--- src/common.sv ---
package common;

    typedef logic [31:0] word_t;
    typedef logic [7:0]  byte_t;
    typedef logic [3:0]  strb_t;
    typedef logic [11:0] pxl_addr_t;
    typedef logic [9:0]  coord_t;

    localparam int    FB_WIDTH    = 64;
    localparam int    FB_HEIGHT   = 64;
    localparam int    VRAM_BYTES  = FB_WIDTH * FB_HEIGHT;
    // one stored pixel covers an 8x8 block on screen
    localparam int    PIXEL_SHIFT = 3;
    localparam word_t CTRL_ADDR   = 32'h0000_1000;

    // 640x480 at 60 Hz
    localparam int H_ACTIVE = 640;
    localparam int H_FRONT  = 16;
    localparam int H_SYNC   = 96;
    localparam int H_BACK   = 48;
    localparam int H_TOTAL  = H_ACTIVE + H_FRONT + H_SYNC + H_BACK;
    localparam int V_ACTIVE = 480;
    localparam int V_FRONT  = 10;
    localparam int V_SYNC   = 2;
    localparam int V_BACK   = 33;
    localparam int V_TOTAL  = V_ACTIVE + V_FRONT + V_SYNC + V_BACK;

    typedef enum logic [1:0] {
        OKAY   = 2'b00,
        SLVERR = 2'b10
    } resp_t;

    typedef struct packed {
        logic  awvalid;
        word_t awaddr;
        logic  wvalid;
        word_t wdata;
        strb_t wstrb;
        logic  bready;
        logic  arvalid;
        word_t araddr;
        logic  rready;
    } axil_req_t;

    typedef struct packed {
        logic  awready;
        logic  wready;
        logic  bvalid;
        resp_t bresp;
        logic  arready;
        logic  rvalid;
        word_t rdata;
        resp_t rresp;
    } axil_rsp_t;

    typedef struct packed {
        logic      cs;
        // byte address, low two bits zero
        pxl_addr_t addr;
        word_t     wdata;
        strb_t     mask;
    } vram_cpu_t;

    typedef struct packed {
        logic  enable;
        byte_t border;
    } ctrl_t;

    typedef struct packed {
        logic   hsync;
        logic   vsync;
        logic   active;
        coord_t x;
        coord_t y;
    } scan_t;

endpackage
--- src/vga_timing.sv ---
`timescale 1ns/10ps

module vga_timing (
    input  logic          pxl_clk_i,
    input  logic          pxl_rst_i,
    output common::scan_t scan_o
);
    import common::*;

    coord_t h_cnt_r;
    coord_t v_cnt_r;
    logic   h_last;
    logic   v_last;
    logic   in_hsync;
    logic   in_vsync;

    assign h_last = h_cnt_r == coord_t'(H_TOTAL - 1);
    assign v_last = v_cnt_r == coord_t'(V_TOTAL - 1);

    always_ff @(posedge pxl_clk_i) begin
        if (pxl_rst_i) begin
            h_cnt_r <= '0;
            v_cnt_r <= '0;
        end else if (h_last) begin
            h_cnt_r <= '0;
            if (v_last) begin
                v_cnt_r <= '0;
            end else begin
                v_cnt_r <= v_cnt_r + 1'b1;
            end
        end else begin
            h_cnt_r <= h_cnt_r + 1'b1;
        end
    end

    // sync pulses sit after the front porch
    assign in_hsync = (h_cnt_r >= coord_t'(H_ACTIVE + H_FRONT))
                   && (h_cnt_r < coord_t'(H_ACTIVE + H_FRONT + H_SYNC));
    assign in_vsync = (v_cnt_r >= coord_t'(V_ACTIVE + V_FRONT))
                   && (v_cnt_r < coord_t'(V_ACTIVE + V_FRONT + V_SYNC));

    always_comb begin
        scan_o.hsync  = !in_hsync;
        scan_o.vsync  = !in_vsync;
        scan_o.active = (h_cnt_r < coord_t'(H_ACTIVE)) && (v_cnt_r < coord_t'(V_ACTIVE));
        scan_o.x      = h_cnt_r;
        scan_o.y      = v_cnt_r;
    end

endmodule

--- config.mk ---
export PLATFORM = sky130hd
export DESIGN_NAME = vga_timing
export DESIGN_NICKNAME = d
export VERILOG_FILES = /design/src/common.sv /design/src/vga_timing.sv
export SDC_FILE = /design/constraint.sdc
export NUM_CORES = 1
export LEC_CHECK = 0
export BUFFER_PORTS_ARGS = -buffer_cell sky130_fd_sc_hd__buf_2
export CORE_MARGIN = 2
export CORE_UTILIZATION = 41
export DETAILED_ROUTE_END_ITERATION = 8
export MAX_ROUTING_LAYER = met4
export PLACE_DENSITY_LB_ADDON = 0.2
export REMOVE_ABC_BUFFERS = 1
export SLEW_MARGIN = 15
export SYNTH_ARGS = -nofsm -noshare
export SYNTH_HDL_FRONTEND = slang
export SYNTH_SLANG_ARGS = --single-unit
export TNS_END_PERCENT = 1
--- constraint.sdc ---
create_clock -name pxl_clk_i -period 2.6 [get_ports pxl_clk_i]
set_input_delay 0.13 -clock pxl_clk_i [delete_from_list [all_inputs] [get_ports pxl_clk_i]]
set_output_delay 0.13 -clock pxl_clk_i [all_outputs]
set_load 0.1 [all_outputs]
==> summary.txt <==
Route
  • Vias: 860
  • Routed wire length: 2130 µm
  • DRT Pass-1 Iters: 4
  • DR iter-0 viols: 9
  • Wire length per cell: 12.4 µm
  • ANT nets after route: 0
  • Post-route DRC: 0
  • Drt via density: 5.03

Clocking
  • Number of H-tree levels: 1
  • Clk Latency, worst-skew pair: 290 ps
  • Post-CTS setup buffers: 0
  • Clock-pin slew on the worst setup and hold paths: 110 ps
  • Cts-stage hold buffer count: 0
  • Root Buffer: clkbuf_4
  • TritonCTS Buffers: 3
  • Post-CTS Resized: 0
  • Clk sinks: 20
  • Maximum buffer depth of the clock tree: 2
  • CTS tree: done

Place
  • Post-DP HPWL: 1580 µm
  • DP Worst Slack: 540 ps
  • Final Wtd Congestion: 0.808
  • Port buffer count: 24
  • Number of instances in the placed design: 168

Floorplanning
  • I/O pins: 25
  • Die height: 53.3 µm
  • Die area: 0.00284 mm²
  • Starting density of the core: 0.441
  • Core area: 0.00225 mm²
  • Die Wd: 53.3 µm
  • Row count: 17

Logic synthesis
  • Register area share after synthesis: 0.403
  • Primary FF master, synth: dfxtp_1
  • YS warnings: 0
  • Syn Inst Count: 117
  • Syn Std Cell Area: 995 µm²
  • Async SR Flop Fraction: 0
  • Synth Register Bits: 20
  • Post-synth EDFFs: 0
  • Syn Area/Cell: 8.50 µm²
  • Post-synthesis cell type count: 28

Cells and area
  • Ant. Diodes: 0
  • Final Util: 0.519
  • FILL cells: 236
  • Most frequent cells in the layout: buf_2 (24), dfxtp_1 (20), nor2_1 (18)
  • Cell Count, Final, Fillers Out: 171
  • Share of cells above drive strength 1: 0.238
  • Most common cell after layout, fill and taps aside: buf_2
  • Area grow syn2layout: 17.7%
  • Nets: 152

Pwr
  • Pleak: 0.462 nW
  • Pwr/cell area: 434 mW/mm²
  • Max IR drop VDD: 0.285 mV
  • Total power: 0.000508 W

STA
  • Maximum clock frequency: 480 MHz
  • Fin crit period: 2080 ps
  • Least-Margin Pin Slew: 489 ps
  • Final max-slew violation count: 0
  • Rel. slew slack: 0.676
  • Min Hold Slack: 72.8 ps
  • Hold Vio Cnt, Final: 0
  • Final WS setup: 515 ps
  • Fin crit share: 0.802
  • Setup repair after global routing missed its margin: false
  • Final Skew: 7.08 ps
  • Final setup vio count: 0

Worst setup path
  • CP peak stage delay: 590 ps
  • CP Data Arrival Time: 2330 ps
  • CP Launch Point: h_cnt_r[5]$_SDFF_PP0_
  • Reg2Reg Launch Point: h_cnt_r[5]$_SDFF_PP0_
  • Buf+Inv Stages, Crit Path: 0
  • Critical path's top delay family: simple AND/OR/NAND/NOR gates
  • CP endpoint kind: flop
  • Critical path peak fanout: 6
  • Critical path, cell by cell: or4b_4 > or4_4 > or3_1 > a21oi_2
  • Kind of critical path: flop to flop
  • Critical Path RT: 2840 ps
  • Crit-path slowest cell: or4b_4
  • Startpoint class of the critical path: flop

GRT
  • Total GRT Usage: 0.180
  • Gr ovfl total: 0
  • Largest net degree at the start of global routing: 11
  • First-pass GRT wire length: 3570 µm
  • Vias in the first global route: 782
  • Initial antenna violation count: 0

Run status
  • Status: finished, final reports clean

Hold path
  • Hold Crit Class: input pin to flop
  • Hold Crit Start: pxl_rst_i

Run
  • Max cap viols: 0
-- path summary, 6_finish.rpt --
kind / endpoint / slack [ps] / cells past startpoint
max: v_cnt_r[8]$_SDFFE_PP0N_ / 520 / 4
min: h_cnt_r[2]$_SDFF_PP0_ / 70 / 2
max reg2reg: v_cnt_r[8]$_SDFFE_PP0N_ / 520 / 4
min reg2reg: h_cnt_r[0]$_SDFF_PP0_ / 500 / 1
-- cell type report --
cell class / count / area (µm²) / share of cell area
Clock buffer: 3 / 22.5 / 0.0192
Timing Repair Buffer: 25 / 128 / 0.109
Multi-Input combinational cell: 87 / 556 / 0.474
Sequential cell: 20 / 400 / 0.342
Inverter: 8 / 30.0 / 0.0256
Tap cell: 28 / 35.0 / 0.0299
-- layer usage --
metal	up-vias	GRT usage	part of all wire
met3	2	0.0254	0.029
met1	391	0.244	0.51
met4	0	0.0641	0.0042
met5	-	-	0
met2	12	0.272	0.46
li1	455	-	-
-- cell families after synthesis --
logic type	Yosys count	synth area share
and+or+nand+nor	56	0.301
adders and majority gates	5	0.0629
buffers and inverters	10	0.0390
muxes	1	0.0101
DFF	20	0.403
AOI/OAI and AO/OA	13	0.0792
xor gates and xnor gates	12	0.106
-- per-stage QoR --
stage	instance area [µm²]	TNS (ps)
2_1_floorplan	986	-1390
3_3_place_gp	1150	0
3_5_place_dp	1150	0
4_1_cts	1170	0
5_1_grt	1170	0
6_report	1170	0
-- report_power, final --
part           switching [W]  internal [W]
sequential        0.00000538      0.000310
combinational      0.0000398    0.00000818
clock              0.0000905     0.0000539
-- synth_stat cells (3+ instances only) --
master | n | area, µm²
nand2_1 | 8 | 30.0
nor3_1 | 5 | 25.0
dfxtp_1 | 20 | 400
inv_1 | 8 | 30.0
a21oi_1 | 4 | 20.0
or3_1 | 5 | 31.3
nand4_1 | 3 | 18.8
ha_1 | 5 | 62.6
xnor2_1 | 9 | 78.8
nand3_1 | 5 | 25.0
nor2_1 | 18 | 67.6
xor2_1 | 3 | 26.3
o21ai_0 | 5 | 25.0
-- flip-flops by register name, summed over array words and instances (netlist names) --
signal and flops:
h_cnt_r 10, v_cnt_r 10
Power figures use the tool's default switching activity.
