## src/common.sv

```systemverilog
package common;

    typedef logic [31:0] word_t;
    typedef logic [7:0]  byte_t;
    typedef logic [3:0]  strb_t;
    typedef logic [11:0] pxl_addr_t;
    typedef logic [9:0]  coord_t;

    localparam int    FB_WIDTH    = 64;
    localparam int    FB_HEIGHT   = 64;
    localparam int    VRAM_BYTES  = FB_WIDTH * FB_HEIGHT;
    // one stored pixel covers an 8x8 block on screen
    localparam int    PIXEL_SHIFT = 3;
    localparam word_t CTRL_ADDR   = 32'h0000_1000;

    // 640x480 at 60 Hz
    localparam int H_ACTIVE = 640;
    localparam int H_FRONT  = 16;
    localparam int H_SYNC   = 96;
    localparam int H_BACK   = 48;
    localparam int H_TOTAL  = H_ACTIVE + H_FRONT + H_SYNC + H_BACK;
    localparam int V_ACTIVE = 480;
    localparam int V_FRONT  = 10;
    localparam int V_SYNC   = 2;
    localparam int V_BACK   = 33;
    localparam int V_TOTAL  = V_ACTIVE + V_FRONT + V_SYNC + V_BACK;

    typedef enum logic [1:0] {
        OKAY   = 2'b00,
        SLVERR = 2'b10
    } resp_t;

    typedef struct packed {
        logic  awvalid;
        word_t awaddr;
        logic  wvalid;
        word_t wdata;
        strb_t wstrb;
        logic  bready;
        logic  arvalid;
        word_t araddr;
        logic  rready;
    } axil_req_t;

    typedef struct packed {
        logic  awready;
        logic  wready;
        logic  bvalid;
        resp_t bresp;
        logic  arready;
        logic  rvalid;
        word_t rdata;
        resp_t rresp;
    } axil_rsp_t;

    typedef struct packed {
        logic      cs;
        // byte address, low two bits zero
        pxl_addr_t addr;
        word_t     wdata;
        strb_t     mask;
    } vram_cpu_t;

    typedef struct packed {
        logic  enable;
        byte_t border;
    } ctrl_t;

    typedef struct packed {
        logic   hsync;
        logic   vsync;
        logic   active;
        coord_t x;
        coord_t y;
    } scan_t;

endpackage
```

## src/fb_scanout.sv

```systemverilog
`timescale 1ns/10ps

module fb_scanout (
    input  logic              pxl_clk_i,
    input  logic              rst_i,
    input  common::scan_t     scan_i,
    input  common::ctrl_t     ctrl_i,
    output logic              pxl_chip_select_o,
    output common::pxl_addr_t pxl_addr_o,
    input  common::byte_t     pxl_data_i,
    output logic              pxl_rst_o,
    output common::byte_t     rgb_o,
    output logic              hsync_o,
    output logic              vsync_o,
    output logic              de_o
);
    import common::*;

    typedef struct packed {
        logic hsync;
        logic vsync;
        logic active;
        logic in_fb;
    } flags_t;

    logic   rst_meta_r;
    logic   rst_sync_r;
    ctrl_t  ctrl_meta_r;
    ctrl_t  ctrl_sync_r;
    coord_t fb_row;
    coord_t fb_col;
    flags_t flags;
    flags_t flags_d1_r;
    byte_t  rgb_r;
    logic   hsync_r;
    logic   vsync_r;
    logic   de_r;

    // reset into the pixel domain
    always_ff @(posedge pxl_clk_i) begin
        rst_meta_r <= rst_i;
        rst_sync_r <= rst_meta_r;
    end

    assign pxl_rst_o = rst_sync_r;

    // quasi-static, only changed during vertical blanking
    always_ff @(posedge pxl_clk_i) begin
        if (rst_sync_r) begin
            ctrl_meta_r <= '0;
            ctrl_sync_r <= '0;
        end else begin
            ctrl_meta_r <= ctrl_i;
            ctrl_sync_r <= ctrl_meta_r;
        end
    end

    assign fb_row = scan_i.y >> PIXEL_SHIFT;
    assign fb_col = scan_i.x >> PIXEL_SHIFT;

    always_comb begin
        flags.hsync  = scan_i.hsync;
        flags.vsync  = scan_i.vsync;
        flags.active = scan_i.active;
        // x below 512
        flags.in_fb  = scan_i.active && (fb_col < coord_t'(FB_WIDTH));
    end

    assign pxl_chip_select_o = flags.in_fb;
    assign pxl_addr_o = pxl_addr_t'(fb_row) * pxl_addr_t'(FB_WIDTH) + pxl_addr_t'(fb_col);

    // first stage covers the memory latency
    always_ff @(posedge pxl_clk_i) begin
        if (rst_sync_r) begin
            flags_d1_r <= '{1'b1, 1'b1, 1'b0, 1'b0};
            hsync_r    <= 1'b1;
            vsync_r    <= 1'b1;
            de_r       <= 1'b0;
        end else begin
            flags_d1_r <= flags;
            hsync_r    <= flags_d1_r.hsync;
            vsync_r    <= flags_d1_r.vsync;
            de_r       <= flags_d1_r.active;
        end
    end

    always_ff @(posedge pxl_clk_i) begin
        if (!flags_d1_r.active || !ctrl_sync_r.enable) begin
            rgb_r <= '0;
        end else if (flags_d1_r.in_fb) begin
            rgb_r <= pxl_data_i;
        end else begin
            rgb_r <= ctrl_sync_r.border;
        end
    end

    assign rgb_o   = rgb_r;
    assign hsync_o = hsync_r;
    assign vsync_o = vsync_r;
    assign de_o    = de_r;

endmodule

```

## config.mk

```make
export PLATFORM = sky130hd
export DESIGN_NAME = fb_scanout
export DESIGN_NICKNAME = d
export VERILOG_FILES = /design/src/common.sv /design/src/fb_scanout.sv
export SDC_FILE = /design/constraint.sdc
export NUM_CORES = 1
export LEC_CHECK = 0
export ABC_AREA = 1
export BUFFER_PORTS_ARGS = -buffer_cell sky130_fd_sc_hd__buf_2
export CORE_ASPECT_RATIO = 1.25
export CORE_MARGIN = 8
export CORE_UTILIZATION = 48
export CTS_BUF_LIST = sky130_fd_sc_hd__clkbuf_2
export CTS_CLUSTER_SIZE = 8
export DETAILED_ROUTE_END_ITERATION = 12
export PLACE_DENSITY = 0.87
export SLEW_MARGIN = 20
export SYNTH_ARGS = -nofsm -noshare
export SYNTH_HDL_FRONTEND = slang
export SYNTH_SLANG_ARGS = --single-unit
```

## constraint.sdc

```tcl
create_clock -name pxl_clk_i -period 1.2 [get_ports pxl_clk_i]
set_input_delay 0.12 -clock pxl_clk_i [delete_from_list [all_inputs] [get_ports pxl_clk_i]]
set_output_delay 0.12 -clock pxl_clk_i [all_outputs]
set_load 0.005 [all_outputs]
```

==> results.sh <==
export IMPL_hold_viol_final=0
export IMPL_critical_path_required_ns=1.08
export IMPL_grt_pass1_wl_um=3960
export IMPL_post_synth_inst_count=132
export IMPL_dp_final_hpwl_um=1760
export IMPL_fmaxAchievable_ghz=0.879
export IMPL_layout_drive_gt1_share_pct=29.4
export IMPL_pwr_density_cell_mw_per_mm2=1150
export IMPL_run_status="complete, no violations"
export IMPL_global_route_usage_total_pct=12.3
export IMPL_syn_mean_instance_area_um2=8.92
export IMPL_first_global_vias=945
export IMPL_reg2reg_to="rgb_o[5]"
export IMPL_timing_final_crit_share_pct=94.8
export IMPL_setup_worst_path_class="in2out"
export IMPL_peakVddDrop_uv=898
export IMPL_placed_cell_area_mm2=0.00140
export IMPL_power_combinational_fraction_pct=11.6
export IMPL_io_pins=67
export IMPL_coreArea_mm2=0.00238
export IMPL_ant_nets=0
export IMPL_row_count=20
export IMPL_chipHeight_um=71.4
export IMPL_worstMarginPinSlew_ns=0.384
export IMPL_post_cts_resize_count=0
export IMPL_clkPwrFrac_pct=23.9
export IMPL_r2r_setup_slack_ns=0.24
export IMPL_synth_distinct_cells=17
export IMPL_net_switching_power_of_the_design_mw=0.436
export IMPL_ys_seq_area_share_pct=59.5
export IMPL_report_final_slew_viol_count=0
export IMPL_min_period_ns=1.14
export IMPL_post_cts_setup_buffers=0
export IMPL_crit_reg2reg_launch="flags_d1_r[0]"
export IMPL_worstSkewPairLatency_ns=0.35
export IMPL_initialDrtViolationCount=16
export IMPL_overflow=0
export IMPL_cts_tree="done"
export IMPL_clock_path_buffers=2
export IMPL_layout_nets=245
export IMPL_fin_area_mm2=0.00165
export IMPL_area_of_all_sequential_standard_cells_um2=701
export IMPL_sinks_on_clock_net=35
export IMPL_num_vias=994
export IMPL_cts_root_buffer="sky130_fd_sc_hd__clkbuf_2"
export IMPL_die_area_mm2=0.00430
export IMPL_setup_tns_ns=0
export IMPL_grt_antenna_before_repair=0
export IMPL_drt_pass1_iter_count=3
export IMPL_cts_buffers=5
export IMPL_h_tree_depth=2
export IMPL_critPathLaunchType="primary input"
export IMPL_num_fill_cells=182
export IMPL_whs_endpoint="pxl_addr_o[5]"
export IMPL_sequentialPowerShare_pct=64.5
export IMPL_setup_worst_path_start="scan_i[19]"
export IMPL_max_slew_margin_pct=74.4
export IMPL_antenna_diode_count=0
export IMPL_ys_seq_elements=35
export IMPL_postCtsHoldBufs=21
export IMPL_wire_length_reported_by_the_detailed_router_um=2490
export IMPL_multi_input_comb_area_um2=310
export IMPL_setup_viol=0
export IMPL_sw_frac_of_total_pct=23.0
export IMPL_routabilityCongestion=0.681
export IMPL_rr_worst_depth=3
export IMPL_synth_cell_area_mm2=0.00118
export IMPL_hold_start="scan_i[18]"
export IMPL_fp_dieW_um=60.3
export IMPL_remaining_drc_errors=0
export IMPL_syn_nets=176
export IMPL_io_buffers=47
export IMPL_finalCoreUtilization_pct=69.5
export IMPL_timing_max_cap_violations=0
export IMPL_worst_ep_arrival_time_ns=1.02
export IMPL_timing_hold_ws_ns=0.240
export IMPL_grt_max_degree=15
export IMPL_power_leakage_nw=0.826
export IMPL_initial_core_util_pct=49.5
export IMPL_clock_skew_final_ns=0.0117
export IMPL_whs_path_depth=0
export IMPL_internal_power_mw=1.46
export IMPL_endpoint_kind="output pin"
export IMPL_class_of_the_tightest_hold_or_removal_check="in2out"
export IMPL_detail_route_vias_per_cell=4.25
export IMPL_critical_path_max_fanout=3
export IMPL_syn_to_final_growth_pct=40.3
export IMPL_yosys_warnings=0
export IMPL_grt_setup_unrepaired="no"
export IMPL_average_routed_wire_per_standard_cell_um=10.7
power by group through the flow:
| stage | sequential (mW) | combinational (mW) | clock (mW) |
|---|---|---|---|
| 2_1_floorplan | 1.24 | 0.0976 | 0 |
| 5_1_grt | 1.23 | 0.246 | 0.532 |
| 3_5_place_dp | 1.25 | 0.165 | 0 |
| 4_1_cts | 1.22 | 0.218 | 0.476 |
| 3_3_place_gp | 1.25 | 0.155 | 0 |
| 6_report | 1.22 | 0.220 | 0.454 |
layer usage:
metal	GRT usage, %	vias up	wire length (um)
met2	22.9	39	1380
met4	4.79	0	27
met3	6.81	7	235
met1	10.0	430	846
li1	-	518	-
met5	0	-	0
sequential cells by signal, summed over array words and instances, names as in the netlist:
register / count
ctrl_meta_r: 9
ctrl_sync_r: 9
rgb_o: 8
flags_d1_r: 4
de_o: 1
hsync_o: 1
pxl_rst_o: 1
rst_meta_r: 1
vsync_o: 1
through the flow:
stage | setup slack, ns | total power, mW | cells
detailed placement | 0.0600 | 1.41 | 205
CTS | 0.0625 | 1.92 | 233
global route | 0.0130 | 2.01 | 234
floorplan | 0.323 | 1.34 | 132
global placement | 0.105 | 1.40 | 205
finish | 0.0622 | 1.90 | 234
placed cells by master (no fill, tap or decap), types with 2 or more instances in the layout:
master,count
sky130_fd_sc_hd__inv_1,23
sky130_fd_sc_hd__dlygate4sd3_1,22
sky130_fd_sc_hd__ha_1,2
sky130_fd_sc_hd__nand2_1,20
sky130_fd_sc_hd__or2_1,3
sky130_fd_sc_hd__buf_4,2
sky130_fd_sc_hd__a21oi_1,8
sky130_fd_sc_hd__clkbuf_2,5
sky130_fd_sc_hd__nor2_1,22
sky130_fd_sc_hd__buf_2,47
sky130_fd_sc_hd__dfxtp_1,35
sky130_fd_sc_hd__xnor2_1,2
sky130_fd_sc_hd__nand3_1,2
critical path: stages:
cell	delay, ns
sky130_fd_sc_hd__buf_2	0.12
sky130_fd_sc_hd__ha_1	0.22
sky130_fd_sc_hd__ha_1	0.22
sky130_fd_sc_hd__nand3_1	0.10
sky130_fd_sc_hd__xnor2_1	0.11
sky130_fd_sc_hd__buf_2	0.13
cell families (layout without fill, tap and decap cells):
| kind of cell | Yosys count | count (layout) | synth area share (%) |
|---|---|---|---|
| simple gates | 50 | 50 | 17.6 |
| xor+xnor | 3 | 3 | 2.23 |
| buf+inv | 33 | 102 | 14.1 |
| flops | 35 | 35 | 59.5 |
| fa+ha+maj | 2 | 2 | 2.13 |
| compound gates | 9 | 9 | 4.36 |
worst max path at each step:
stage | end | slack (ns) | cells past startpoint
2_1_floorplan | pxl_addr_o[10] | 0.32 | 4
3_3_place_gp | pxl_addr_o[10] | 0.10 | 6
3_5_place_dp | pxl_addr_o[10] | 0.06 | 6
4_1_cts | pxl_addr_o[10] | 0.06 | 6
5_1_grt | pxl_addr_o[10] | 0.01 | 6
6_report | pxl_addr_o[10] | 0.06 | 6
cell usage after synthesis (all sizes together):
master / number / area (um^2)
clkinv: 1 / 8.76
nor2: 22 / 82.6
buf: 9 / 71.3
nand3: 3 / 20.0
inv: 23 / 86.3
xnor2: 2 / 17.5
or2: 4 / 25.0
o21bai: 1 / 11.3
nand2: 20 / 75.1
nor3: 1 / 5.00
xor2: 1 / 8.76
dfxtp: 35 / 701
ha: 2 / 25.0
a21oi: 8 / 40.0
layout make-up:
type | count | share of cell area (%)
clock buffer | 5 | 1.52
clock inverter | 2 | 0.530
inverter | 24 | 5.76
multi-input combinational | 64 | 18.8
sequential | 35 | 42.4
tap | 33 | 2.50
timing repair buffer | 71 | 28.5
No activity file was read; power rests on OpenSTA's default activity.
