--- src/common.sv ---
package common;

    typedef logic [31:0] word_t;
    typedef logic [7:0]  byte_t;
    typedef logic [3:0]  strb_t;
    typedef logic [11:0] pxl_addr_t;
    typedef logic [9:0]  coord_t;

    localparam int    FB_WIDTH    = 64;
    localparam int    FB_HEIGHT   = 64;
    localparam int    VRAM_BYTES  = FB_WIDTH * FB_HEIGHT;
    // one stored pixel covers an 8x8 block on screen
    localparam int    PIXEL_SHIFT = 3;
    localparam word_t CTRL_ADDR   = 32'h0000_1000;

    // 640x480 at 60 Hz
    localparam int H_ACTIVE = 640;
    localparam int H_FRONT  = 16;
    localparam int H_SYNC   = 96;
    localparam int H_BACK   = 48;
    localparam int H_TOTAL  = H_ACTIVE + H_FRONT + H_SYNC + H_BACK;
    localparam int V_ACTIVE = 480;
    localparam int V_FRONT  = 10;
    localparam int V_SYNC   = 2;
    localparam int V_BACK   = 33;
    localparam int V_TOTAL  = V_ACTIVE + V_FRONT + V_SYNC + V_BACK;

    typedef enum logic [1:0] {
        OKAY   = 2'b00,
        SLVERR = 2'b10
    } resp_t;

    typedef struct packed {
        logic  awvalid;
        word_t awaddr;
        logic  wvalid;
        word_t wdata;
        strb_t wstrb;
        logic  bready;
        logic  arvalid;
        word_t araddr;
        logic  rready;
    } axil_req_t;

    typedef struct packed {
        logic  awready;
        logic  wready;
        logic  bvalid;
        resp_t bresp;
        logic  arready;
        logic  rvalid;
        word_t rdata;
        resp_t rresp;
    } axil_rsp_t;

    typedef struct packed {
        logic      cs;
        // byte address, low two bits zero
        pxl_addr_t addr;
        word_t     wdata;
        strb_t     mask;
    } vram_cpu_t;

    typedef struct packed {
        logic  enable;
        byte_t border;
    } ctrl_t;

    typedef struct packed {
        logic   hsync;
        logic   vsync;
        logic   active;
        coord_t x;
        coord_t y;
    } scan_t;

endpackage
--- src/axil_vram_bridge.sv ---
`timescale 1ns/10ps

module axil_vram_bridge (
    input  logic              cpu_clk_i,
    input  logic              rst_i,
    input  common::axil_req_t axil_req_i,
    output common::axil_rsp_t axil_rsp_o,
    output common::vram_cpu_t vram_o,
    input  common::word_t     vram_rdata_i,
    output common::ctrl_t     ctrl_o
);
    import common::*;

    typedef enum logic [1:0] {
        IDLE,
        WRITE_RESP,
        READ_WAIT,
        READ_RESP
    } state_t;

    state_t state_r;
    resp_t  bresp_r;
    resp_t  rresp_r;
    word_t  rdata_r;
    logic   rd_mem_r;
    logic   rd_ctrl_r;
    ctrl_t  ctrl_r;

    logic wr_accept;
    logic rd_accept;
    logic wr_mem;
    logic wr_ctrl;
    logic rd_mem;
    logic rd_ctrl;

    // address decode
    assign wr_mem  = axil_req_i.awaddr < word_t'(VRAM_BYTES);
    assign wr_ctrl = axil_req_i.awaddr == CTRL_ADDR;
    assign rd_mem  = axil_req_i.araddr < word_t'(VRAM_BYTES);
    assign rd_ctrl = axil_req_i.araddr == CTRL_ADDR;

    // write wins when both come in together
    assign wr_accept = (state_r == IDLE) && axil_req_i.awvalid && axil_req_i.wvalid;
    assign rd_accept = (state_r == IDLE) && axil_req_i.arvalid && !wr_accept;

    always_comb begin
        vram_o.cs = (wr_accept && wr_mem) || (rd_accept && rd_mem);
        if (wr_accept) begin
            vram_o.addr = {axil_req_i.awaddr[11:2], 2'b00};
            vram_o.mask = axil_req_i.wstrb;
        end else begin
            vram_o.addr = {axil_req_i.araddr[11:2], 2'b00};
            vram_o.mask = '0;
        end
        vram_o.wdata = axil_req_i.wdata;
    end

    always_ff @(posedge cpu_clk_i) begin
        if (rst_i) begin
            state_r <= IDLE;
            ctrl_r  <= '0;
        end else begin
            case (state_r)
                IDLE: begin
                    if (wr_accept) begin
                        state_r <= WRITE_RESP;
                        if (wr_ctrl && axil_req_i.wstrb[0]) begin
                            ctrl_r.border <= axil_req_i.wdata[7:0];
                        end
                        if (wr_ctrl && axil_req_i.wstrb[1]) begin
                            ctrl_r.enable <= axil_req_i.wdata[8];
                        end
                    end else if (rd_accept) begin
                        state_r <= READ_WAIT;
                    end
                end
                // memory word arrives here
                READ_WAIT: state_r <= READ_RESP;
                WRITE_RESP: begin
                    if (axil_req_i.bready) begin
                        state_r <= IDLE;
                    end
                end
                READ_RESP: begin
                    if (axil_req_i.rready) begin
                        state_r <= IDLE;
                    end
                end
                default: state_r <= IDLE;
            endcase
        end
    end

    // response payload
    always_ff @(posedge cpu_clk_i) begin
        if (wr_accept) begin
            bresp_r <= (wr_mem || wr_ctrl) ? OKAY : SLVERR;
        end
        if (rd_accept) begin
            rd_mem_r  <= rd_mem;
            rd_ctrl_r <= rd_ctrl;
        end
        if (state_r == READ_WAIT) begin
            if (rd_mem_r) begin
                rdata_r <= vram_rdata_i;
                rresp_r <= OKAY;
            end else if (rd_ctrl_r) begin
                rdata_r <= {23'b0, ctrl_r};
                rresp_r <= OKAY;
            end else begin
                rdata_r <= '0;
                rresp_r <= SLVERR;
            end
        end
    end

    always_comb begin
        axil_rsp_o.awready = wr_accept;
        axil_rsp_o.wready  = wr_accept;
        axil_rsp_o.bvalid  = state_r == WRITE_RESP;
        axil_rsp_o.bresp   = bresp_r;
        axil_rsp_o.arready = rd_accept;
        axil_rsp_o.rvalid  = state_r == READ_RESP;
        axil_rsp_o.rdata   = rdata_r;
        axil_rsp_o.rresp   = rresp_r;
    end

    assign ctrl_o = ctrl_r;

endmodule

--- config.mk ---
export PLATFORM = sky130hd
export DESIGN_NAME = axil_vram_bridge
export DESIGN_NICKNAME = d
export VERILOG_FILES = /design/src/common.sv /design/src/axil_vram_bridge.sv
export SDC_FILE = /design/constraint.sdc
export NUM_CORES = 1
export LEC_CHECK = 0
export BUFFER_PORTS_ARGS = -buffer_cell sky130_fd_sc_hd__buf_2
export CAP_MARGIN = 5
export CORE_AREA = 2 2 91 93
export DETAILED_ROUTE_END_ITERATION = 10
export DIE_AREA = 0 0 93 95
export PLACE_DENSITY = 0.84
export SYNTH_ARGS = -nofsm -noshare
export SYNTH_HDL_FRONTEND = slang
export SYNTH_SLANG_ARGS = --single-unit
--- constraint.sdc ---
create_clock -name cpu_clk_i -period 2.72 [get_ports cpu_clk_i]
set_input_delay 0.544 -clock cpu_clk_i [delete_from_list [all_inputs] [get_ports cpu_clk_i]]
set_output_delay 0.544 -clock cpu_clk_i [all_outputs]
set_load 0.01 [all_outputs]
==> out/summary.txt, run 1 <==
pwr/cell area = 503 nW/µm²
worst-path fanout max = 18
row count = 33
R2R cell count = 5
buffer depth of the longest clock path = 2
DR vias = 2160
CP Class = reg -> out
crit share post-route = 88.3%
Setup crit start kind = flop
sequential share of the synthesized area = 51.3%
Synth cell types = 29
Starting Density = 32.0%
CTS tree = done
setup_tns = 0 ns
Clock Latency Late Sink = 0.30 ns
Worst-Margin Slew = 0.968 ns
per-cell routed wire length = 15.4 µm
Layout Skew = 0.0125 ns
fin util = 42.9%
Post-layout nets = 523
antenna fix cells = 0
post-cts gate resize count = 0
# IOs = 238
Period minus WS final = 2.40 ns
top achievable clock speed = 0.416 GHz
unrepaired setup endpoints after global routing = no
post-route ant nets = 0
crit path DAT = 1.86 ns
outcome = complete, no violations
layout cells sized above 1 = 54.3%
Final setup violation count = 0
CP Launch Point = state_r[0]
pre-CTS setup slack = 0.401 ns
Post-Syn Area = 2540 µm²
vias in the first global route = 2077
reg2reg start = state_r[0]
Setup crit end = vram_o[40]
final wirelength = 7.53 mm
chip width = 93 µm
r2r setup slk = 0.74 ns
Initial DRC Count = 40
commonest non-fill, non-tap cell in the layout = buf_2
clock slew at reported path FFs = 0.08 ns
Post-route DRC = 0
Post-CTS Repair Setup Buffers = 0
CTS sink cnt = 47
RePlAce Congestion = 0.864
TritonCTS buffer count = 5
Req. time, crit path = 2.18 ns
GR Overflow Total = 0
yosys synthesis warning count = 0
Pleak = 1.55 nW
Post-Syn Instances = 235
Die Height = 95 µm
largest net degree at the start of global routing = 43
worst vdd ir = 0.185 mV
GRT Util Overall = 16.1%
most frequent cells in the layout = 187 x buf_2, 36 x edfxtp_1, 27 x and2_1
Worst Hold Class = reg -> reg
Synth area leaders = edfxtp_1 43%, buf_4 12%, dfxtp_1 8.7%
Slew HR = 35.5%
Avg Cell Area, Syn = 10.8 µm²
share of the synthesized area in the top cell type = 42.6%
Root Buffer = clkbuf_8
final hold vios = 0
initial antenna violation count = 0
PnR worst setup slack = 0.318 ns
hpwl dp = 6.37 mm
count of pins over their slew limit = 0
PortBufs = 187
htree depth = 2
Synth Register Bits = 47
Vias/cell = 4.41
CTS Hold Bufs = 0
Max Cap Viol = 0
Die ar. = 8840 µm²
drt pass-1 iters = 4
Critical Path Sink Type = primary output
area delta synth->final = 34.0%
Yosys top cell by area = edfxtp_1
Core Area = 7930 µm²
first-pass GRT wire length = 10.8 mm
Reg-to-Reg End = ctrl_o[5]
state kept, by name, summed over array words and instances, names as in the netlist:
name and flops:
rdata_r 32, ctrl_o 9, state_r 2, bresp_r 1
rd_ctrl_r 1, rd_mem_r 1, rresp_r 1
synthesized netlist by cell type (all sizes together):
library cell  number
nor4b              2
edfxtp            36
and2              27
nor2               6
o21bai             1
dfxtp             11
nor2b              2
nand4              3
o21ai             10
inv                2
a32o               1
and4bb             1
nand3              1
nand2             22
mux2i              9
and3b              1
mux2              10
buf               42
clkbuf             7
a21oi              3
conb               1
nor4              12
nor3b              1
nor3               4
or3                1
nand2b            19
layout make-up:
type | count | area [µm²]
fillers | 790 | 4530
flip-flops and latches | 47 | 1300
repair buffers | 188 | 943
multi-input cells | 140 | 900
well taps | 105 | 131
clock buffers | 5 | 68.8
clock inverters | 3 | 46.3
inverters | 2 | 7.51
metrics by stage:
| step | cells | instance area [µm²] | hold WS, ns | total power, mW |
|---|---|---|---|---|
| 2_1_floorplan | 238 | 2550 | 0.505 | 1.09 |
| 3_3_place_gp | 482 | 3280 | 0.474 | 1.20 |
| 3_5_place_dp | 482 | 3280 | 0.482 | 1.21 |
| 4_1_cts | 490 | 3400 | 0.499 | 1.73 |
| 5_1_grt | 490 | 3400 | 0.511 | 1.80 |
| 6_report | 490 | 3400 | 0.503 | 1.71 |
cell families after synthesis:
logic type	count (synthesis)	synth area share, %
compound gates	15	3.26
simple gates	102	23.3
other cells	1	0.148
flops	47	51.3
mux	19	7.99
buf+inv	51	14.0
layer usage:
| layer | track usage [%] | vias up | part of all wire, % |
|---|---|---|---|
| met1 | 17.7 | 956 | 37 |
| met3 | 4.63 | 9 | 8.8 |
| met2 | 30.4 | 129 | 52 |
| met5 | 0 | - | 0 |
| li1 | - | 1066 | - |
| met4 | 4.41 | 0 | 1.2 |
critical path: stages, from the launching register on:
cell and delay (ns):
dfxtp_1 0.40, and4bb_2 0.62, mux2_2 0.39, buf_2 0.14
report_power, final:
group | internal [mW] | switching (mW) | leakage (nW) | total (mW)
clock | 0.277 | 0.241 | 0.0548 | 0.518
combinational | 0.158 | 0.162 | 1.07 | 0.320
sequential | 0.840 | 0.0307 | 0.426 | 0.871
worst min-delay path by stage:
stage	slack, ns	end	cells past startpoint	startpoint
4_1_cts	0.50	ctrl_o[8]	3	axil_req_i[47]
2_1_floorplan	0.50	ctrl_o[0]	2	ctrl_o[0]
6_report	0.50	ctrl_o[1]	2	ctrl_o[1]
3_3_place_gp	0.47	ctrl_o[6]	2	ctrl_o[6]
5_1_grt	0.51	rdata_r[26]	2	vram_rdata_i[26]
3_5_place_dp	0.48	ctrl_o[6]	2	ctrl_o[6]
Power figures use the tool's default switching activity.
==> run 2: changes to the inputs <==
--- a/config.mk
+++ b/config.mk
@@ -6,11 +6,11 @@
 export NUM_CORES = 1
 export LEC_CHECK = 0
 export BUFFER_PORTS_ARGS = -buffer_cell sky130_fd_sc_hd__buf_2
-export CAP_MARGIN = 5
+export CAP_MARGIN = 20
 export CORE_AREA = 2 2 91 93
 export DETAILED_ROUTE_END_ITERATION = 10
 export DIE_AREA = 0 0 93 95
-export PLACE_DENSITY = 0.84
+export PLACE_DENSITY = 0.87
 export SYNTH_ARGS = -nofsm -noshare
 export SYNTH_HDL_FRONTEND = slang
 export SYNTH_SLANG_ARGS = --single-unit
==> constraint.sdc (replaced) <==
create_clock -name cpu_clk_i -period 2.2 [get_ports cpu_clk_i]
set_input_delay 0.44 -clock cpu_clk_i [delete_from_list [all_inputs] [get_ports cpu_clk_i]]
set_output_delay 0.44 -clock cpu_clk_i [all_outputs]
set_load 0.01 [all_outputs]
==> run 2 against run 1 <==
- via count increased by 0.19%
- first-iteration DRC count up 30%
- worst hold slack got worse by 0.11 ns
- critical path depth stayed put
- routed wire length is 2.4% lower
- cell count increased by 0.61%
- critical path type unchanged
==> out/summary.txt, run 2 (synthesis gave the netlist of run 1 again) <==
outcome = complete, no violations
Layout Skew = 0.0115 ns (-0.00103 ns)
Post-CTS Repair Setup Buffers = 0 (unchanged)
crit share post-route = 96.7%
largest reg by FF count = rdata_r
placed cells = 485 (+0.62%)
CTS sink cnt = 47 (unchanged)
R2R cell count = 5 (unchanged)
antenna fix cells = 0 (unchanged)
Reg-to-Reg End = ctrl_o[5]
TritonCTS buffer count = 5 (unchanged)
worst vdd ir = 0.261 mV (+42%)
drt pass-1 iters = 4 (unchanged)
first-pass GRT wire length = 10.4 mm (-3.8%)
most frequent cells in the layout = 187 x buf_2, 36 x edfxtp_1, 27 x and2_1
Initial DRC Count = 52 (+30%)
unrepaired setup endpoints after global routing = no
setup_tns = 0 ns (unchanged)
layout cells sized above 1 = 54.9% (+0.61 points)
Worst-Margin Slew = 0.975 ns (+0.00649 ns)
# IOs = 238 (unchanged)
Max Cap Viol = 0 (unchanged)
count of pins over their slew limit = 0 (unchanged)
Post-layout nets = 526 (+0.57%)
Setup crit end = vram_o[39]
CP Class = reg -> out
worst-path fanout max = 14 (-4)
Core Area = 7930 µm² (unchanged)
Starting Density = 32.0% (unchanged)
RePlAce Congestion = 0.854 (-1.1%)
hold path startpoint = axil_req_i[41]
post-route ant nets = 0 (unchanged)
Root Buffer = clkbuf_8
CTS tree = done
hpwl dp = 6.30 mm (-1.1%)
Slew HR = 35.0% (-0.43 points)
Clock Latency Late Sink = 0.30 ns (about the same)
pwr/cell area = 616 nW/µm² (+22%)
PnR worst setup slack = 0.0730 ns (-0.245 ns)
GRT Util Overall = 15.5% (-0.65 points)
initial antenna violation count = 1 (+1)
Req. time, crit path = 1.76 ns (-0.42 ns)
largest net degree at the start of global routing = 43 (unchanged)
PortBufs = 187 (unchanged)
Critical Path Sink Type = primary output
# fillers = 781 (-1.1%)
Non-Filler Instances = 493 (+0.61%)
GR Overflow Total = 0 (unchanged)
buffer depth of the longest clock path = 2 (unchanged)
CTS Hold Bufs = 0 (unchanged)
DR vias = 2164 (+0.19%)
Period minus WS final = 2.13 ns
Pleak = 1.56 nW (+1.0%)
per-cell routed wire length = 14.9 µm (-2.9%)
reg2reg start = state_r[0]
Die Height = 95 µm (unchanged)
vias in the first global route = 2059 (-0.87%)
Worst Hold Class = in -> reg
area delta synth->final = 35.4%
top achievable clock speed = 0.470 GHz
Hold Crit Depth = 3 (+1)
commonest non-fill, non-tap cell in the layout = buf_2
final hold vios = 0 (unchanged)
Final setup violation count = 0 (unchanged)
clock slew at reported path FFs = 0.10 ns (+0.02 ns)
pre-CTS setup slack = 0.123 ns (-0.278 ns)
flip-flop count of the largest register after layout = 32 (unchanged)
Setup crit start kind = flop
row count = 33 (unchanged)
Post-route DRC = 0 (unchanged)
overall power = 2.11 mW (+24%)
final wirelength = 7.35 mm (-2.4%)
htree depth = 2 (unchanged)
r2r setup slk = 0.43 ns (-0.31 ns)
chip width = 93 µm (unchanged)
Die ar. = 8840 µm² (unchanged)
CP Launch Point = state_r[0]
crit path DAT = 1.69 ns (-0.17 ns)
Vias/cell = 4.39 (-0.42%)
-- run 2: worst min path at each step --
stage	endpoint
after floorplan	ctrl_o[0]
after global placement	ctrl_o[6]
after detailed placement	ctrl_o[4]
after CTS	ctrl_o[2]
after global routing	ctrl_o[0]
final	ctrl_o[2]
-- run 2: where the power goes --
part	total (mW)	internal [mW]	switching (mW)
Sequential	1.07	1.04	0.0364
Clock	0.638	0.342	0.296
Combinational	0.402	0.200	0.202
-- run 2: metrics by stage --
stage	cell area, µm²	util (%)	hold slack [ns]
floorplan	2550	-	0.505
global placement	3310	41.8	0.474
detailed placement	3310	41.8	0.487
CTS	3430	43.3	0.383
global route	3430	43.3	0.393
finish	3430	43.3	0.397
-- run 2: final cells by class --
type                            count  area [µm²]  share of cell area (%)
Sequential cell                    47        1300                    37.9
Timing Repair Buffer              191         978                    28.5
Multi-Input combinational cell    140         901                    26.2
Tap cell                          105         131                    3.83
Clock buffer                        5        68.8                    2.00
Clock inverter                      3        46.3                    1.35
Inverter                            2        7.51                   0.219
-- run 2: what timing repair did --
item	4_1_cts	5_1_grt
gates resized for setup	1	1
endpoints found under the setup margin	2	2
pin swaps	0	1
-- run 2: critical path, stage by stage (launching register included) --
cell and delay (ns):
dfxtp_1 0.38, and4bb_4 0.50, mux2_2 0.38, buf_2 0.14
-- run 2: routing by layer --
| layer | GRT usage [%] | share of wire (%) | up-vias |
|---|---|---|---|
| li1 | - | - | 1074 |
| met1 | 17.2 | 37 | 949 |
| met2 | 28.7 | 53 | 132 |
| met3 | 4.15 | 8.7 | 9 |
| met4 | 5.02 | 1.7 | 0 |
| met5 | 0 | 0 | - |
==> run 3: changes to the inputs <==
--- a/config.mk
+++ b/config.mk
@@ -7,10 +7,11 @@
 export LEC_CHECK = 0
 export BUFFER_PORTS_ARGS = -buffer_cell sky130_fd_sc_hd__buf_2
 export CAP_MARGIN = 20
-export CORE_AREA = 2 2 91 93
+export CORE_MARGIN = 4
+export CORE_UTILIZATION = 33
 export DETAILED_ROUTE_END_ITERATION = 10
-export DIE_AREA = 0 0 93 95
-export PLACE_DENSITY = 0.87
+export PLACE_DENSITY = 0.88
+export RECOVER_POWER = 50
 export SYNTH_ARGS = -nofsm -noshare
 export SYNTH_HDL_FRONTEND = slang
 export SYNTH_SLANG_ARGS = --single-unit
==> run 3 against run 2 <==
- core utilization rose by 2.2 points
- via count rose by 2.4%
- first-iteration DRC count rose by 46%
- design area fell by 2.4%
- combinational power fell by 4%
- sequential power barely moved
- routed wire length rose by 3.6%
- sequential share of layout area rose by 0.92 points
- global-route usage fell by 0.17 points
- clock power barely moved
- fmax rose by 0.59%
- critical path type unchanged
==> out/summary.txt, run 3 (synthesis gave the netlist of run 1 again) <==
Clock Latency Late Sink = 0.30 ns (about the same)
post-route ant nets = 0 (unchanged)
chip width = 95.7 µm (+2.9%)
worst-path fanout max = 13 (-1)
CTS Hold Bufs = 0 (unchanged)
Post-route DRC = 0 (unchanged)
crit share post-route = 96.1% (-0.57 points)
Reg area = 1300 µm² (unchanged)
CP Buf/Inv Count = 1 (unchanged)
Initial DRC Count = 76 (+46%)
DR vias = 2216 (+2.4%)
hpwl dp = 6.49 mm (+3.1%)
Worst Hold Class = in -> reg
layout cells sized above 1 = 40.7% (-14 points)
fin util = 45.5% (+2.2 points)
unrepaired setup endpoints after global routing = no
Worst-Margin Slew = 0.958 ns (-0.0171 ns)
largest reg by FF count = rdata_r
CP cell instances = and4bb_4, mux2_2, buf_2
first-pass GRT wire length = 10.8 mm (+3.2%)
Post-CTS Repair Setup Buffers = 0 (unchanged)
vias in the first global route = 2252 (+9.4%)
Hold Crit Depth = 3 (unchanged)
per-cell routed wire length = 15.6 µm (+4.9%)
worst vdd ir = 0.305 mV (+17%)
GR Overflow Total = 0 (unchanged)
top achievable clock speed = 0.473 GHz (+0.59%)
final hold vios = 0 (unchanged)
Core Area = 7370 µm² (-7.0%)
drt pass-1 iters = 4 (unchanged)
antenna fix cells = 0 (unchanged)
hold path startpoint = axil_req_i[43]
Multi-input gate area = 896 µm² (-0.56%)
R2R cell count = 5 (unchanged)
Root Buffer = clkbuf_8
r2r setup slk = 0.46 ns (+0.03 ns)
most frequent cells in the layout = 134 x buf_2, 53 x clkbuf_1, 36 x edfxtp_1
CP Class = reg -> out
Final setup violation count = 0 (unchanged)
Req. time, crit path = 1.76 ns (about the same)
pwr/cell area = 626 nW/µm² (+1.7%)
hold endpoint = ctrl_o[4]
crit path DAT = 1.67 ns (-0.02 ns)
Slowest-stage cell, CP = and4bb_4
commonest non-fill, non-tap cell in the layout = buf_2
Layout Skew = 0.00940 ns (-0.00207 ns)
RePlAce Congestion = 0.932 (+9.2%)
# IOs = 238 (unchanged)
post-cts gate resize count = 0 (-1)
setup_tns = 0 ns (unchanged)
Die Height = 95.7 µm (+0.70%)
Vias/cell = 4.55 (+3.7%)
Max Cap Viol = 0 (unchanged)
CTS tree = done
area delta synth->final = 32.2%
CP delay by family, top = simple AND/OR/NAND/NOR gates
Setup crit start kind = flop
GRT Util Overall = 15.3% (-0.17 points)
htree depth = 2 (unchanged)
buffer depth of the longest clock path = 2 (unchanged)
outcome = complete, no violations
final wirelength = 7.62 mm (+3.6%)
CTS sink cnt = 47 (unchanged)
# fillers = 737 (-5.6%)
clock slew at reported path FFs = 0.09 ns (about the same)
largest net degree at the start of global routing = 43 (unchanged)
Reg-to-Reg End = ctrl_o[3]
overall power = 2.10 mW (-0.73%)
PortBufs = 187 (unchanged)
count of pins over their slew limit = 0 (unchanged)
Starting Density = 34.4% (+2.4 points)
Period minus WS final = 2.11 ns (-0.0124 ns)
Slew HR = 36.2% (+1.1 points)
flip-flop count of the largest register after layout = 32 (unchanged)
Post-layout nets = 526 (unchanged)
row count = 31 (-6.1%)
TritonCTS buffer count = 5 (unchanged)
CP max stage delay = 0.49 ns (about the same)
initial antenna violation count = 1 (unchanged)
Pleak = 1.40 nW (-10%)
Critical Path Sink Type = primary output
reg2reg start = state_r[1]
Die ar. = 9150 µm² (+3.6%)
## run 3: cell types whose count changed in the layout (fill, tap and decap cells not counted), sizes merged
cell / change
buf: -54
clkbuf: +54
## run 3: worst max-delay path by stage
stage	to	startpoint	cells past startpoint	slack, ns
finish	vram_o[46]	state_r[1]	3	0.09
detailed placement	vram_o[48]	axil_req_i[103]	6	0.22
floorplan	vram_o[41]	axil_req_i[71]	4	0.41
CTS	vram_o[46]	state_r[0]	3	0.01
global placement	vram_o[48]	axil_req_i[103]	6	0.22
global route	vram_o[46]	state_r[1]	3	0.001
## run 3: stage by stage
stage | setup WS, ns | hold slack (ns) | instance area (µm²) | std cells
6_report | 0.0854 | 0.400 | 3350 | 487
5_1_grt | 0.00108 | 0.396 | 3350 | 487
3_5_place_dp | 0.218 | 0.490 | 3310 | 479
4_1_cts | 0.0105 | 0.394 | 3420 | 487
3_3_place_gp | 0.219 | 0.472 | 3310 | 479
2_1_floorplan | 0.412 | 0.505 | 2550 | 238
## run 3: metal layers
metal,GRT usage (%),vias up,part of all wire [%]
met1,15.5,982,35
met5,0,-,0.17
met2,29.9,131,52
met4,5.81,2,2.5
met3,3.47,28,10
li1,-,1073,-
## run 3: area by class of cell
cell class,instances,area share [%]
Clock buffer,5,2.05
Clock inverter,3,1.38
Inverter,2,0.224
Multi-Input combinational cell,140,26.7
Sequential cell,47,38.8
Tap cell,99,3.69
Timing Repair Buffer,191,27.1
## run 3: worst register-to-register path: stages, from the launching register on
cell      delay, ns
dfxtp_1        0.37
and4bb_4       0.49
and2_1         0.19
nor4b_4        0.26
buf_12         0.18
mux2i_1        0.19
## run 3: power breakdown
| group | leakage [nW] | internal, mW | switching (mW) |
|---|---|---|---|
| Sequential | 0.426 | 1.04 | 0.0380 |
| Combinational | 0.919 | 0.181 | 0.206 |
| Clock | 0.0548 | 0.342 | 0.293 |
| Total | 1.40 | 1.56 | 0.537 |
